==> config.mk <==
export PLATFORM = sky130hd
export DESIGN_NAME = sym_buffer
export DESIGN_NICKNAME = d
export VERILOG_FILES = /design/src/common/eq_pkg.sv /design/src/logic/sym_buffer.sv
export SDC_FILE = /design/constraint.sdc
export NUM_CORES = 2
export LEC_CHECK = 0
export BUFFER_PORTS_ARGS = -buffer_cell sky130_fd_sc_hd__buf_2
export CELL_PAD_IN_SITES_DETAIL_PLACEMENT = 1
export CELL_PAD_IN_SITES_GLOBAL_PLACEMENT = 2
export CORE_ASPECT_RATIO = 1.25
export CORE_MARGIN = 4
export CORE_UTILIZATION = 55
export CTS_BUF_LIST = sky130_fd_sc_hd__clkbuf_8
export CTS_CLUSTER_DIAMETER = 150
export DETAILED_ROUTE_END_ITERATION = 8
export GPL_TIMING_DRIVEN = 1
export HOLD_SLACK_MARGIN = 0.05
export PLACE_DENSITY = 0.82
export SLEW_MARGIN = 10
export SYNTH_ARGS = -nofsm -noshare
export SYNTH_HDL_FRONTEND = slang
export SYNTH_SLANG_ARGS = --single-unit
==> constraint.sdc <==
create_clock -name clock -period 9.55 [get_ports clock]
set_input_delay 1.91 -clock clock [delete_from_list [all_inputs] [get_ports clock]]
set_output_delay 1.91 -clock clock [all_outputs]
set_load 0.02 [all_outputs]
==> src/common/eq_pkg.sv <==
package eq_pkg;

    // rail and index widths
    localparam int SAMPLE_W = 16;
    localparam int FFT_ADDR_W = 6;
    localparam int FFT_LEN = 64;
    localparam int NUM_DATA_SC = 48;

    // divisor width, the low bits of the squared magnitude
    localparam int MAG_W = 24;

    // products go up by this shift plus one before the divide
    localparam int CONS_SCALE_SHIFT = 6;

    // one quotient bit per stage
    localparam int DIV_STAGES = 32;

    // bit 0 is DC, bits 1..26 are +1..+26, bits 38..63 are -26..-1
    localparam logic [63:0] LEGACY_SC_MASK =
        64'b1111111111111111111111111100000000000111111111111111111111111110;

    // pilots at -7, -21, +21, +7
    localparam logic [63:0] PILOT_SC_MASK =
        64'b0000001000000000000010000000000000000000001000000000000010000000;

    localparam logic [63:0] DATA_SC_MASK = LEGACY_SC_MASK ^ PILOT_SC_MASK;

    // set bit means the long training value on that subcarrier is -1
    localparam logic [63:0] LTS_REF =
        64'b0000101001100000010100110000000000000000010101100111110101001100;

    typedef enum logic [1:0] {
        EST_FIRST,
        EST_SECOND,
        EST_DONE
    } est_state_e;

    typedef logic signed [SAMPLE_W-1:0] rail_t;

    // I in the upper half, Q in the lower half
    typedef logic [2*SAMPLE_W-1:0] sample_t;

endpackage

==> src/logic/sym_buffer.sv <==
`timescale 1ns/1ps

module sym_buffer #(
    parameter int FFT_ADDR_W = eq_pkg::FFT_ADDR_W
) (
    input  logic                  clock,
    input  logic                  reset,
    input  eq_pkg::sample_t       sample_i,
    input  logic                  sample_valid_i,
    input  logic                  est_ready_i,
    output logic                  rd_valid_o,
    output logic [FFT_ADDR_W-1:0] rd_index_o,
    output eq_pkg::sample_t       rd_sample_o
);

    logic wr_en;
    logic wr_bank;
    logic [FFT_ADDR_W-1:0] wr_idx;
    logic [1:0] full;
    logic rd_bank;
    logic fill_done;
    logic rd_last;
    logic next_bank;
    logic next_ready;

    eq_pkg::sample_t buf_ram [2*eq_pkg::FFT_LEN];

    assign wr_en = sample_valid_i && est_ready_i;
    assign fill_done = wr_en && (&wr_idx);
    assign rd_last = rd_valid_o && (&rd_index_o);

    // bank to replay next, which may be the one completing this cycle
    assign next_bank = rd_last ? ~rd_bank : rd_bank;
    assign next_ready = full[next_bank] || (fill_done && (wr_bank == next_bank));

    always_ff @(posedge clock) begin
        if (reset) begin
            wr_bank <= 1'b0;
            wr_idx <= '0;
            full <= '0;
            rd_bank <= 1'b0;
            rd_valid_o <= 1'b0;
            rd_index_o <= '0;
        end else begin
            if (wr_en) begin
                wr_idx <= wr_idx + 1'b1;
            end
            if (rd_valid_o) begin
                rd_index_o <= rd_index_o + 1'b1;
            end
            if (rd_last) begin
                full[rd_bank] <= 1'b0;
                rd_bank <= next_bank;
            end
            if (fill_done) begin
                full[wr_bank] <= 1'b1;
                wr_bank <= ~wr_bank;
            end
            // back to back replays when the other bank is already waiting
            if (!rd_valid_o || rd_last) begin
                rd_valid_o <= next_ready;
            end
        end
    end

    always_ff @(posedge clock) begin
        if (wr_en) begin
            buf_ram[{wr_bank, wr_idx}] <= sample_i;
        end
        rd_sample_o <= buf_ram[{rd_bank, rd_index_o}];
    end

    // the replay must free a bank before the writer comes round to it
    assert property (@(posedge clock) disable iff (reset)
        wr_en |-> !full[wr_bank]);

endmodule

==> results.sh <==
export IMPL_drc=0
export IMPL_stdcell_count=12120
export IMPL_power_switching_share=0.2144
export IMPL_worstSetupPathType="reg2out"
export IMPL_kind_of_end_point_of_the_critical_path="output port"
export IMPL_maxCapViolCount=1
export IMPL_grt_antenna_before_repair=52
export IMPL_internal_power_uw=26890
export IMPL_vdd_ir_drop_worst_mv=0.1332
export IMPL_synth_net_count=7415
export IMPL_post_cts_resize_count=0
export IMPL_clock_latency_ns=1.11
export IMPL_clk_transition_reported_paths_ns=0.06
export IMPL_cts_hold_buffers_added=0
export IMPL_dp_hpwl_mm=286.5
export IMPL_startpoint_type="flip-flop"
export IMPL_failing_checks="max-capacitance violations"
export IMPL_die_area_um2=298500
export IMPL_synth_cell_types=75
export IMPL_design_portCount=75
export IMPL_yosys_area_top_type="sky130_fd_sc_hd__edfxtp_1"
export IMPL_power_per_cell_area_nw_per_um2=194.3
export IMPL_total_power_uw=34220
export IMPL_synth_edff_count=4096
export IMPL_cts_sinks=4145
export IMPL_utilization=0.6118
export IMPL_post_cts_setup_buffer_count=0
export IMPL_synth_avg_cell_area_um2=21.61
export IMPL_met1Wirelength_mm=168.9
export IMPL_relSlewSlack=0.008948
export IMPL_routed_via_density=6.773
export IMPL_power_static_leakage_uw=0.05307
export IMPL_status="finished with violations"
export IMPL_synthToLayoutAreaGrowth_pct=10.53
export IMPL_number_of_global_route_vias_before_repair=85220
export IMPL_synth_ff_latch_count=4145
export IMPL_initial_detailed_routing_violation_count=11820
export IMPL_nNetsFinal=7886
export IMPL_yosys_top_cells_area="sky130_fd_sc_hd__edfxtp_1 77%, sky130_fd_sc_hd__mux4_2 11%, sky130_fd_sc_hd__mux2i_1 4.2%, sky130_fd_sc_hd__a22oi_1 0.67%, sky130_fd_sc_hd__dfxtp_1 0.62%"
export IMPL_layout_cells_most_common="sky130_fd_sc_hd__edfxtp_1"
export IMPL_coreArea_um2=287900
export IMPL_finalCritPeriodShare=0.5845
export IMPL_io_buf_count=74
export IMPL_hold_viol=0
export IMPL_setup_viol_count_final=0
export IMPL_power_frac_comb=0.015
export IMPL_numPlacedInstances=10990
export IMPL_gp_congestion=0.8805
export IMPL_route_met2_wl_mm=227.6
export IMPL_fin_crit_ns=5.582
export IMPL_worst_pin_slew_ns=1.478
export IMPL_clkPwrFrac=0.400
export IMPL_tns_ns=0
export IMPL_cts_path_max_buffers=4
export IMPL_post_synth_top_area_fraction=0.7717
export IMPL_yosysSeqAreaShare=0.7779
export IMPL_ctsHtreeMaxLevel=6
export IMPL_wl_per_cell_um=39.98
export IMPL_netlist_area_um2=159400
export IMPL_grt_pass1_wl_mm=677.1
export IMPL_highest_layer="met5"
export IMPL_critical_path_max_fanout=87
export IMPL_met3_layer_wire_length_in_the_routed_design_mm=51.35
export IMPL_totalWireLength_mm=484.5
export IMPL_drt_first_pass_iters=5
export IMPL_primary_ff_master_synth="sky130_fd_sc_hd__edfxtp_1"
export IMPL_route_antenna_remaining_nets=0
export IMPL_most_common_layout_cells="4096 x sky130_fd_sc_hd__edfxtp_1, 760 x sky130_fd_sc_hd__mux4_2, 670 x sky130_fd_sc_hd__mux2i_1, 657 x sky130_fd_sc_hd__clkbuf_8, 206 x sky130_fd_sc_hd__buf_4"
export IMPL_n_fill_cell=23760
export IMPL_grt_overflow_total=0
export IMPL_timing_clock_skew_ns=0.09813
export IMPL_power_switching_uw=7338
export IMPL_slew_viol_final=0
export IMPL_netlist_instances=7377
export IMPL_detailedPlace_worstSlack_ns=3.509
export IMPL_pin_count_of_the_biggest_net_entering_global_routing=114
export IMPL_share_of_post_route_cells_with_drive_strength_above_1=0.2464
export IMPL_grt_usage=0.3266
export IMPL_tritoncts_clock_tree="yes"
export IMPL_ys_warn_count=0
export IMPL_holdCritPathClass="reg2reg"
export IMPL_vias=82090
export IMPL_sequentialPowerShare=0.585
export IMPL_rsz0062_at_grt="no"
export IMPL_cts_root_buf="sky130_fd_sc_hd__clkbuf_8"
export IMPL_fp_dieW_um=489.5
export IMPL_fp_dieH_um=609.9
export IMPL_fmaxAchievable_mhz=179.1
export IMPL_worstPathRequired_ns=7.64
export IMPL_initial_core_util=0.5536
export IMPL_placementRows=220
export IMPL_layout_setup_ws_ns=3.968
export IMPL_cts_inserted_buffers=620
export IMPL_critical_path_arrival_ns=3.67
export IMPL_postSynth_asyncResetShare=0
[Yosys cell counts, types with 46 or more instances]
master                     number
sky130_fd_sc_hd__a221oi_1      46
sky130_fd_sc_hd__nand2_1      186
sky130_fd_sc_hd__dfxtp_1       49
sky130_fd_sc_hd__mux2i_1      670
sky130_fd_sc_hd__edfxtp_1    4096
sky130_fd_sc_hd__o22ai_1       80
sky130_fd_sc_hd__o21ai_0       53
sky130_fd_sc_hd__buf_4        108
sky130_fd_sc_hd__buf_2        102
sky130_fd_sc_hd__a22oi_1      142
sky130_fd_sc_hd__o221ai_1      70
sky130_fd_sc_hd__a21oi_1      109
sky130_fd_sc_hd__clkbuf_1     119
sky130_fd_sc_hd__mux4_2       760
sky130_fd_sc_hd__nor2_1       221
sky130_fd_sc_hd__buf_6         71
sky130_fd_sc_hd__mux2_2        62
[power by group through the flow]
stage / clock (uW) / combinational [uW] / sequential [uW]
final: 13700 / 508 / 20000
after global routing: 14700 / 520 / 20000
after CTS: 13800 / 499 / 20000
after detailed placement: 0 / 501 / 20400
after global placement: 0 / 464 / 20400
after floorplan: 0 / 35.1 / 20400
[path summary, 6_finish.rpt]
path                                        end  slack, ns          start  depth (start not counted)
worst min-delay path                    full[0]       0.52        full[0]                          2
worst max register to register  rd_sample_o[25]       4.25  rd_index_o[2]                          8
worst max-delay path              rd_index_o[1]       3.97  rd_index_o[1]                          3
worst min register to register          full[0]       0.52        full[0]                          2
[area by class of cell]
| type | count | area (um2) | area share |
|---|---|---|---|
| antenna | 30 | 75.07 | 0.0004261 |
| clock buffer | 657 | 9042 | 0.05133 |
| clock inverter | 433 | 2290 | 0.01300 |
| inverter | 7 | 31.28 | 0.0001776 |
| multi-input combinational | 2794 | 33600 | 0.1907 |
| sequential | 4145 | 124000 | 0.7039 |
| tap | 3774 | 4722 | 0.02680 |
| timing repair buffer | 280 | 2410 | 0.01368 |
[per-stage QoR]
step | hold slack (ns) | instance area, um2
global placement | 0.4767 | 164500
finish | 0.5188 | 176200
global route | 0.5475 | 176100
floorplan | 0.4561 | 159400
CTS | 0.5091 | 175900
detailed placement | 0.4940 | 164600
[flip-flops by register name, summed over array words and instances, names as in the netlist]
name,cells
wr_bank,1
buf_ram,4096
rd_sample_o,32
rd_bank,1
wr_idx,6
rd_valid_o,1
rd_index_o,6
full,2
[kinds of logic (layout without fill, tap and decap cells)]
kind of cell	count (synthesis)	after routing	share of synthesized area
compound gates	718	718	0.03278
xor+xnor	11	11	0.0006908
fa+ha+maj	2	2	0.0001570
buf+inv	438	1377	0.01843
flops	4145	4145	0.7779
mux	1492	1492	0.1538
other cells	0	30	0
simple gates	571	571	0.01624
[routing by layer]
layer | vias to the layer above | track usage
met5 | - | 0
met4 | 30 | 0.2061
met3 | 1174 | 0.07511
met2 | 5253 | 0.4967
met1 | 43600 | 0.4312
li1 | 32030 | -
[critical path, cell delays in order, from the launching register on]
cell and delay, ns:
sky130_fd_sc_hd__dfxtp_4 1.00, sky130_fd_sc_hd__buf_12 0.55, sky130_fd_sc_hd__buf_12 0.48, sky130_fd_sc_hd__buf_2 0.28
(Power assumes the default switching activity.)
