==> config.mk <==
export PLATFORM = sky130hd
export DESIGN_NAME = chan_est
export DESIGN_NICKNAME = d
export VERILOG_FILES = /design/src/common/eq_pkg.sv /design/src/chan_est/chan_est.sv
export SDC_FILE = /design/constraint.sdc
export NUM_CORES = 2
export LEC_CHECK = 0
export ABC_AREA = 1
export BUFFER_PORTS_ARGS = -buffer_cell sky130_fd_sc_hd__buf_2
export CAP_MARGIN = 20
export CORE_MARGIN = 2
export CORE_UTILIZATION = 28
export CTS_BUF_LIST = sky130_fd_sc_hd__clkbuf_8 sky130_fd_sc_hd__clkbuf_16
export CTS_CLUSTER_SIZE = 24
export DETAILED_ROUTE_END_ITERATION = 10
export MAX_ROUTING_LAYER = met4
export PLACE_DENSITY_LB_ADDON = 0.3
export SYNTH_ARGS = -nofsm -noshare
export SYNTH_HDL_FRONTEND = slang
export SYNTH_SLANG_ARGS = --single-unit
==> constraint.sdc <==
create_clock -name clock -period 6 [get_ports clock]
set_input_delay 0.6 -clock clock [delete_from_list [all_inputs] [get_ports clock]]
set_output_delay 0.6 -clock clock [all_outputs]
set_load 0.01 [all_outputs]
==> src/common/eq_pkg.sv <==
package eq_pkg;

    // rail and index widths
    localparam int SAMPLE_W = 16;
    localparam int FFT_ADDR_W = 6;
    localparam int FFT_LEN = 64;
    localparam int NUM_DATA_SC = 48;

    // divisor width, the low bits of the squared magnitude
    localparam int MAG_W = 24;

    // products go up by this shift plus one before the divide
    localparam int CONS_SCALE_SHIFT = 6;

    // one quotient bit per stage
    localparam int DIV_STAGES = 32;

    // bit 0 is DC, bits 1..26 are +1..+26, bits 38..63 are -26..-1
    localparam logic [63:0] LEGACY_SC_MASK =
        64'b1111111111111111111111111100000000000111111111111111111111111110;

    // pilots at -7, -21, +21, +7
    localparam logic [63:0] PILOT_SC_MASK =
        64'b0000001000000000000010000000000000000000001000000000000010000000;

    localparam logic [63:0] DATA_SC_MASK = LEGACY_SC_MASK ^ PILOT_SC_MASK;

    // set bit means the long training value on that subcarrier is -1
    localparam logic [63:0] LTS_REF =
        64'b0000101001100000010100110000000000000000010101100111110101001100;

    typedef enum logic [1:0] {
        EST_FIRST,
        EST_SECOND,
        EST_DONE
    } est_state_e;

    typedef logic signed [SAMPLE_W-1:0] rail_t;

    // I in the upper half, Q in the lower half
    typedef logic [2*SAMPLE_W-1:0] sample_t;

endpackage

==> src/chan_est/chan_est.sv <==
`timescale 1ns/1ps

module chan_est #(
    parameter int SAMPLE_W   = eq_pkg::SAMPLE_W,
    parameter int FFT_ADDR_W = eq_pkg::FFT_ADDR_W
) (
    input  logic                  clock,
    input  logic                  reset,
    input  eq_pkg::sample_t       sample_i,
    input  logic                  sample_valid_i,
    input  logic [FFT_ADDR_W-1:0] rd_index_i,
    output eq_pkg::sample_t       est_o,
    output logic                  est_ready_o
);

    eq_pkg::est_state_e state;
    logic [FFT_ADDR_W-1:0] in_cnt;
    logic take;

    // stage 1 of the LTS-2 path, lines up with the RAM read
    logic s1_vld;
    logic [FFT_ADDR_W-1:0] s1_addr;
    logic s1_neg;
    eq_pkg::sample_t s1_sample;

    // write port
    logic wr_en;
    logic [FFT_ADDR_W-1:0] wr_addr;
    eq_pkg::sample_t wr_data;

    eq_pkg::sample_t est_ram [eq_pkg::FFT_LEN];
    eq_pkg::sample_t ram_q;
    logic [FFT_ADDR_W-1:0] rd_addr;

    logic signed [SAMPLE_W-1:0] a_i, a_q, b_i, b_q;
    logic signed [SAMPLE_W:0] sum_i, sum_q;
    logic signed [SAMPLE_W-1:0] mean_i, mean_q;

    assign take = sample_valid_i && (state != eq_pkg::EST_DONE);

    // during LTS 2 the RAM is read back at the incoming index
    assign rd_addr = (state == eq_pkg::EST_DONE) ? rd_index_i : in_cnt;

    assign a_i = ram_q[2*SAMPLE_W-1:SAMPLE_W];
    assign a_q = ram_q[SAMPLE_W-1:0];
    assign b_i = s1_sample[2*SAMPLE_W-1:SAMPLE_W];
    assign b_q = s1_sample[SAMPLE_W-1:0];

    // sign extended sum, then halve by dropping the lsb
    assign sum_i = a_i + b_i;
    assign sum_q = a_q + b_q;
    assign mean_i = sum_i[SAMPLE_W:1];
    assign mean_q = sum_q[SAMPLE_W:1];

    assign est_o = ram_q;

    always_ff @(posedge clock) begin
        if (reset) begin
            state <= eq_pkg::EST_FIRST;
            in_cnt <= '0;
            s1_vld <= 1'b0;
            wr_en <= 1'b0;
            est_ready_o <= 1'b0;
        end else begin
            s1_vld <= take && (state == eq_pkg::EST_SECOND);
            // LTS 1 is written as it comes in
            wr_en <= (take && (state == eq_pkg::EST_FIRST)) || s1_vld;
            if (take) begin
                in_cnt <= in_cnt + 1'b1;
                if (&in_cnt) begin
                    state <= (state == eq_pkg::EST_FIRST) ? eq_pkg::EST_SECOND
                                                          : eq_pkg::EST_DONE;
                end
            end
            if ((state == eq_pkg::EST_DONE) && wr_en && (&wr_addr)) begin
                est_ready_o <= 1'b1;
            end
        end
    end

    always_ff @(posedge clock) begin
        s1_addr <= in_cnt;
        s1_sample <= sample_i;
        s1_neg <= eq_pkg::LTS_REF[in_cnt];
        if (s1_vld) begin
            wr_addr <= s1_addr;
            wr_data <= s1_neg ? {-mean_i, -mean_q} : {mean_i, mean_q};
        end else begin
            wr_addr <= in_cnt;
            wr_data <= sample_i;
        end
        if (wr_en) begin
            est_ram[wr_addr] <= wr_data;
        end
        ram_q <= est_ram[rd_addr];
    end

    // the last write of each LTS pass lands after the FSM has left EST_FIRST
    assert property (@(posedge clock) disable iff (reset)
        wr_en && (&wr_addr) |-> state != eq_pkg::EST_FIRST);

endmodule

==> results by group <==
Die
  – Die Width: 562 um
  – Die height: 562 um
  – CORE AREA: 0.309 mm2
  – I/O pins: 74
  – # rows: 204
  – Initial Util: 0.282
  – Die area: 0.316 mm2

Critical path
  – Delay-heaviest family, CP: simple AND/OR/NAND/NOR gates
  – RR Startpoint: state[0]
  – CP Buf/Inv Count: 3
  – Worst path most repeated cell: nand3_1
  – CP startpoint kind: register
  – Arr. time, crit path: 4.98 ns
  – CP Max Fanout: 88
  – Crit-path slowest cell: buf_4
  – Worst Setup End Kind: register
  – Critical path origin: state[0]
  – Required time worst endpoint: 6.79 ns
  – CP Class: reg -> reg
  – Crit path cell chain: inv_2 -> nand2_2 -> nand2_2 -> nand2_8 -> buf_4 -> buf_4 -> o21ai_0 -> o211ai_1 -> nand3_1 -> nand3_1 -> nand3_1 -> nand2_1
  – Crit-path max cell delay: 0.80 ns

Timing
  – Max_slew headroom: 0.204
  – Final hold violation count: 0
  – Max Fclk: 238 MHz
  – RSZ-0062 raised after global routing: false
  – Min setup slack post-route: 1.81 ns
  – Setup TNS: 0 ns
  – Final period util: 0.699
  – Actual slew at the worst max-slew pin: 1.19 ns
  – Clk_skew: 0.0258 ns
  – Final setup viols: 0
  – Max Slew Vio Count: 0
  – Min Tclk post-route: 4.19 ns

Pwr
  – Clock power share: 0.408
  – Seq pwr share: 0.514
  – Pwr dens: 325 mW/mm2
  – Logic pwr share: 0.078
  – Sw power: 7.83 mW
  – Internal power: 24.8 mW
  – Switching Share: 0.240
  – Leak: 32.6 nW
  – Worst vdd rail ir drop: 316 uV

Global route
  – GRT Total Usage: 0.167
  – Vias in the first global route: 53597
  – Initial antenna violation count: 6
  – Largest net degree at the start of global routing: 187
  – First-pass GRT wire length: 382 mm
  – Grt ovf: 0

Placed design
  – GPL Wtd Cong: 0.815
  – DP Area: 0.0929 mm2
  – DP Worst Slack: 1.87 ns
  – DP HPWL: 141 mm
  – Port bufs: 73

Yosys
  – Multiplexer area fraction after synthesis: 0
  – Register area share after synthesis: 0.732
  – Synth Cell Area: 0.0873 mm2
  – Yosys cell types: 37
  – Avg Inst Size Synth: 12.4 um2
  – Synth Area in XOR/XNOR: 0.00171
  – Main combinational cell family by area after synthesis: compound AO/OA/AOI/OAI gates
  – Synth Area in Simple Gates: 0.113
  – Post-synthesis register bit count: 2168
  – Post-synthesis adder-cell area fraction: 0.00562
  – Synth Area in Compound Gates: 0.115
  – Total of warnings raised by yosys: 0
  – Post-synth net total: 7117
  – Post-Syn Instances: 7038

Run status
  – Run status: completed

Clock tree
  – Post-CTS Resized: 0
  – Num CTS Buffers: 222
  – CTS Sinks: 2168
  – Htree depth: 4
  – Worst-Skew Late Latency: 0.86 ns
  – Root Driver: clkbuf_16
  – Clock tree buffer depth: 3
  – CTS tree: done
  – Clock slew at reported path FFs: 0.06 ns

Drt
  – Via count: 57033
  – Post-DR wirelength/cell: 23.2 um
  – Iteration-0 DRC Markers: 6551
  – Vias per cell: 5.01
  – Post-route DRC: 0
  – 1st-pass router iterations: 5
  – Total Routed Length: 265 mm
  – Antenna-violating nets left: 0

Finish
  – Post-route cell area: 0.100 mm2
  – Final nets: 7164
  – Share of layout cells above drive strength 1: 0.0906
  – Fillcell total: 30521
  – Area delta synth->final: 15.1%

Flow run
  – Max Cap Viol: 0

Min path
  – HP Start: reset
  – Tightest Hold Check Type: in -> reg
[final timing paths]
check,end,slack (ns),depth (start not counted)
worst max-delay path,est_o[24],1.81,12
worst min-delay path,est_ready_o,0.08,2
worst max register to register,est_o[24],1.81,12
worst min register to register,s1_addr[5],0.37,0
[registers in the layout, summed over array words and instances (netlist names)]
signal,flops
s1_neg,1
wr_en,1
wr_addr,6
est_o,32
s1_addr,6
est_ready_o,1
s1_sample,32
in_cnt,6
s1_vld,1
state,2
wr_data,32
est_ram,2048
[area by class of cell]
type	instances	area [um2]	share of cell area
Sequential cell	2168	63900	0.636
Multi-Input combinational cell	4205	21100	0.210
Clock buffer	235	5770	0.0574
Tap cell	4120	5150	0.0513
Timing Repair Buffer	278	2450	0.0244
Clock inverter	178	1220	0.0122
Inverter	210	817	0.00813
Antenna cell	1	2.50	0.0000249
[cells by family (layout without fill, tap and decap cells)]
family,count (synthesis),after routing
adder cells (fa/ha/maj),38,38
buffers and inverters,665,901
AND/OR/NAND/NOR,2447,2447
other,0,1
XOR/XNOR,17,17
AO/OA/AOI/OAI,1703,1703
flip-flops,2168,2168
[power groups by stage]
stage | registers [mW] | logic [mW] | clock network, mW
floorplan | 17.1 | 1.60 | 0
global placement | 17.1 | 2.45 | 0
detailed placement | 17.1 | 2.50 | 0
CTS | 16.8 | 2.52 | 13.5
global route | 16.8 | 2.86 | 14.1
finish | 16.8 | 2.56 | 13.3
[repair_timing]
action | CTS | global route
hold endpoints to repair | 60 | 0
buffers inserted | 0 | 0
endpoints found under the setup margin | 0 | 0
hold buffers | 33 | 0
[synth_stat cells]
master / number / area share
fa_1: 2 / 0.00046
o21ai_0: 777 / 0.045
nand3_1: 473 / 0.027
nor2_4: 1 / 0.00013
ha_1: 36 / 0.0052
o31ai_1: 1 / 0.000086
xor2_1: 13 / 0.0013
buf_4: 8 / 0.00069
nand2_1: 565 / 0.024
o221ai_1: 2 / 0.00020
buf_1: 19 / 0.00082
a211oi_1: 2 / 0.00017
clkbuf_1: 216 / 0.0093
nand4_1: 20 / 0.0014
a221oi_1: 1 / 0.00010
buf_6: 2 / 0.00026
o211ai_1: 511 / 0.044
o22ai_1: 33 / 0.0024
xnor2_1: 4 / 0.00040
edfxtp_1: 2048 / 0.70
nor4_1: 2 / 0.00014
o21ai_1: 283 / 0.016
a21oi_1: 28 / 0.0016
and2_1: 6 / 0.00043
buf_2: 210 / 0.012
o21bai_1: 63 / 0.0054
clkinv_1: 1 / 0.000043
a31oi_1: 2 / 0.00014
nand3b_1: 1 / 0.000086
dfxtp_1: 120 / 0.028
nand2_4: 1 / 0.00013
nor3b_1: 3 / 0.00026
nor3_1: 8 / 0.00046
inv_2: 3 / 0.00013
nand2_2: 2 / 0.00014
inv_1: 206 / 0.0089
nor2_1: 1365 / 0.059
[placed cells by master, fill, tap and decap left out, drive strengths merged, types with 3 or more instances in the layout]
master,netlist,layout
dlygate4sd3,0,33
nand2,568,568
xnor2,4,4
buf,239,245
xor2,13,13
o21bai,63,63
nor3b,3,3
o211ai,511,511
nor2,1366,1366
clkbuf,216,235
nand4,20,20
ha,36,36
edfxtp,2048,2048
and2,6,6
nor3,8,8
bufinv,0,13
clkinv,1,88
clkinvlp,0,5
nand3,473,473
o21ai,1060,1060
o22ai,33,33
dfxtp,120,120
inv,209,282
a21oi,28,28
[metrics by stage]
step / hold WS (ns) / instances / utilization / total power, mW
finish: 0.0783 / 11395 / 0.325 / 32.7
global route: 0.0485 / 11395 / 0.325 / 33.7
CTS: 0.00238 / 11381 / 0.324 / 32.9
detailed placement: 0.358 / 10935 / 0.300 / 19.6
global placement: 0.364 / 10931 / 0.300 / 19.6
floorplan: 0.351 / 7038 / - / 18.7
[metal layers]
layer | wire, um | vias up | track usage
li1 | - | 25788 | -
met1 | 120000 | 28986 | 0.230
met2 | 122000 | 1939 | 0.260
met3 | 17700 | 320 | 0.0242
met4 | 5200 | 0 | 0.0396
met5 | 0 | - | -
(Power assumes the default switching activity.)
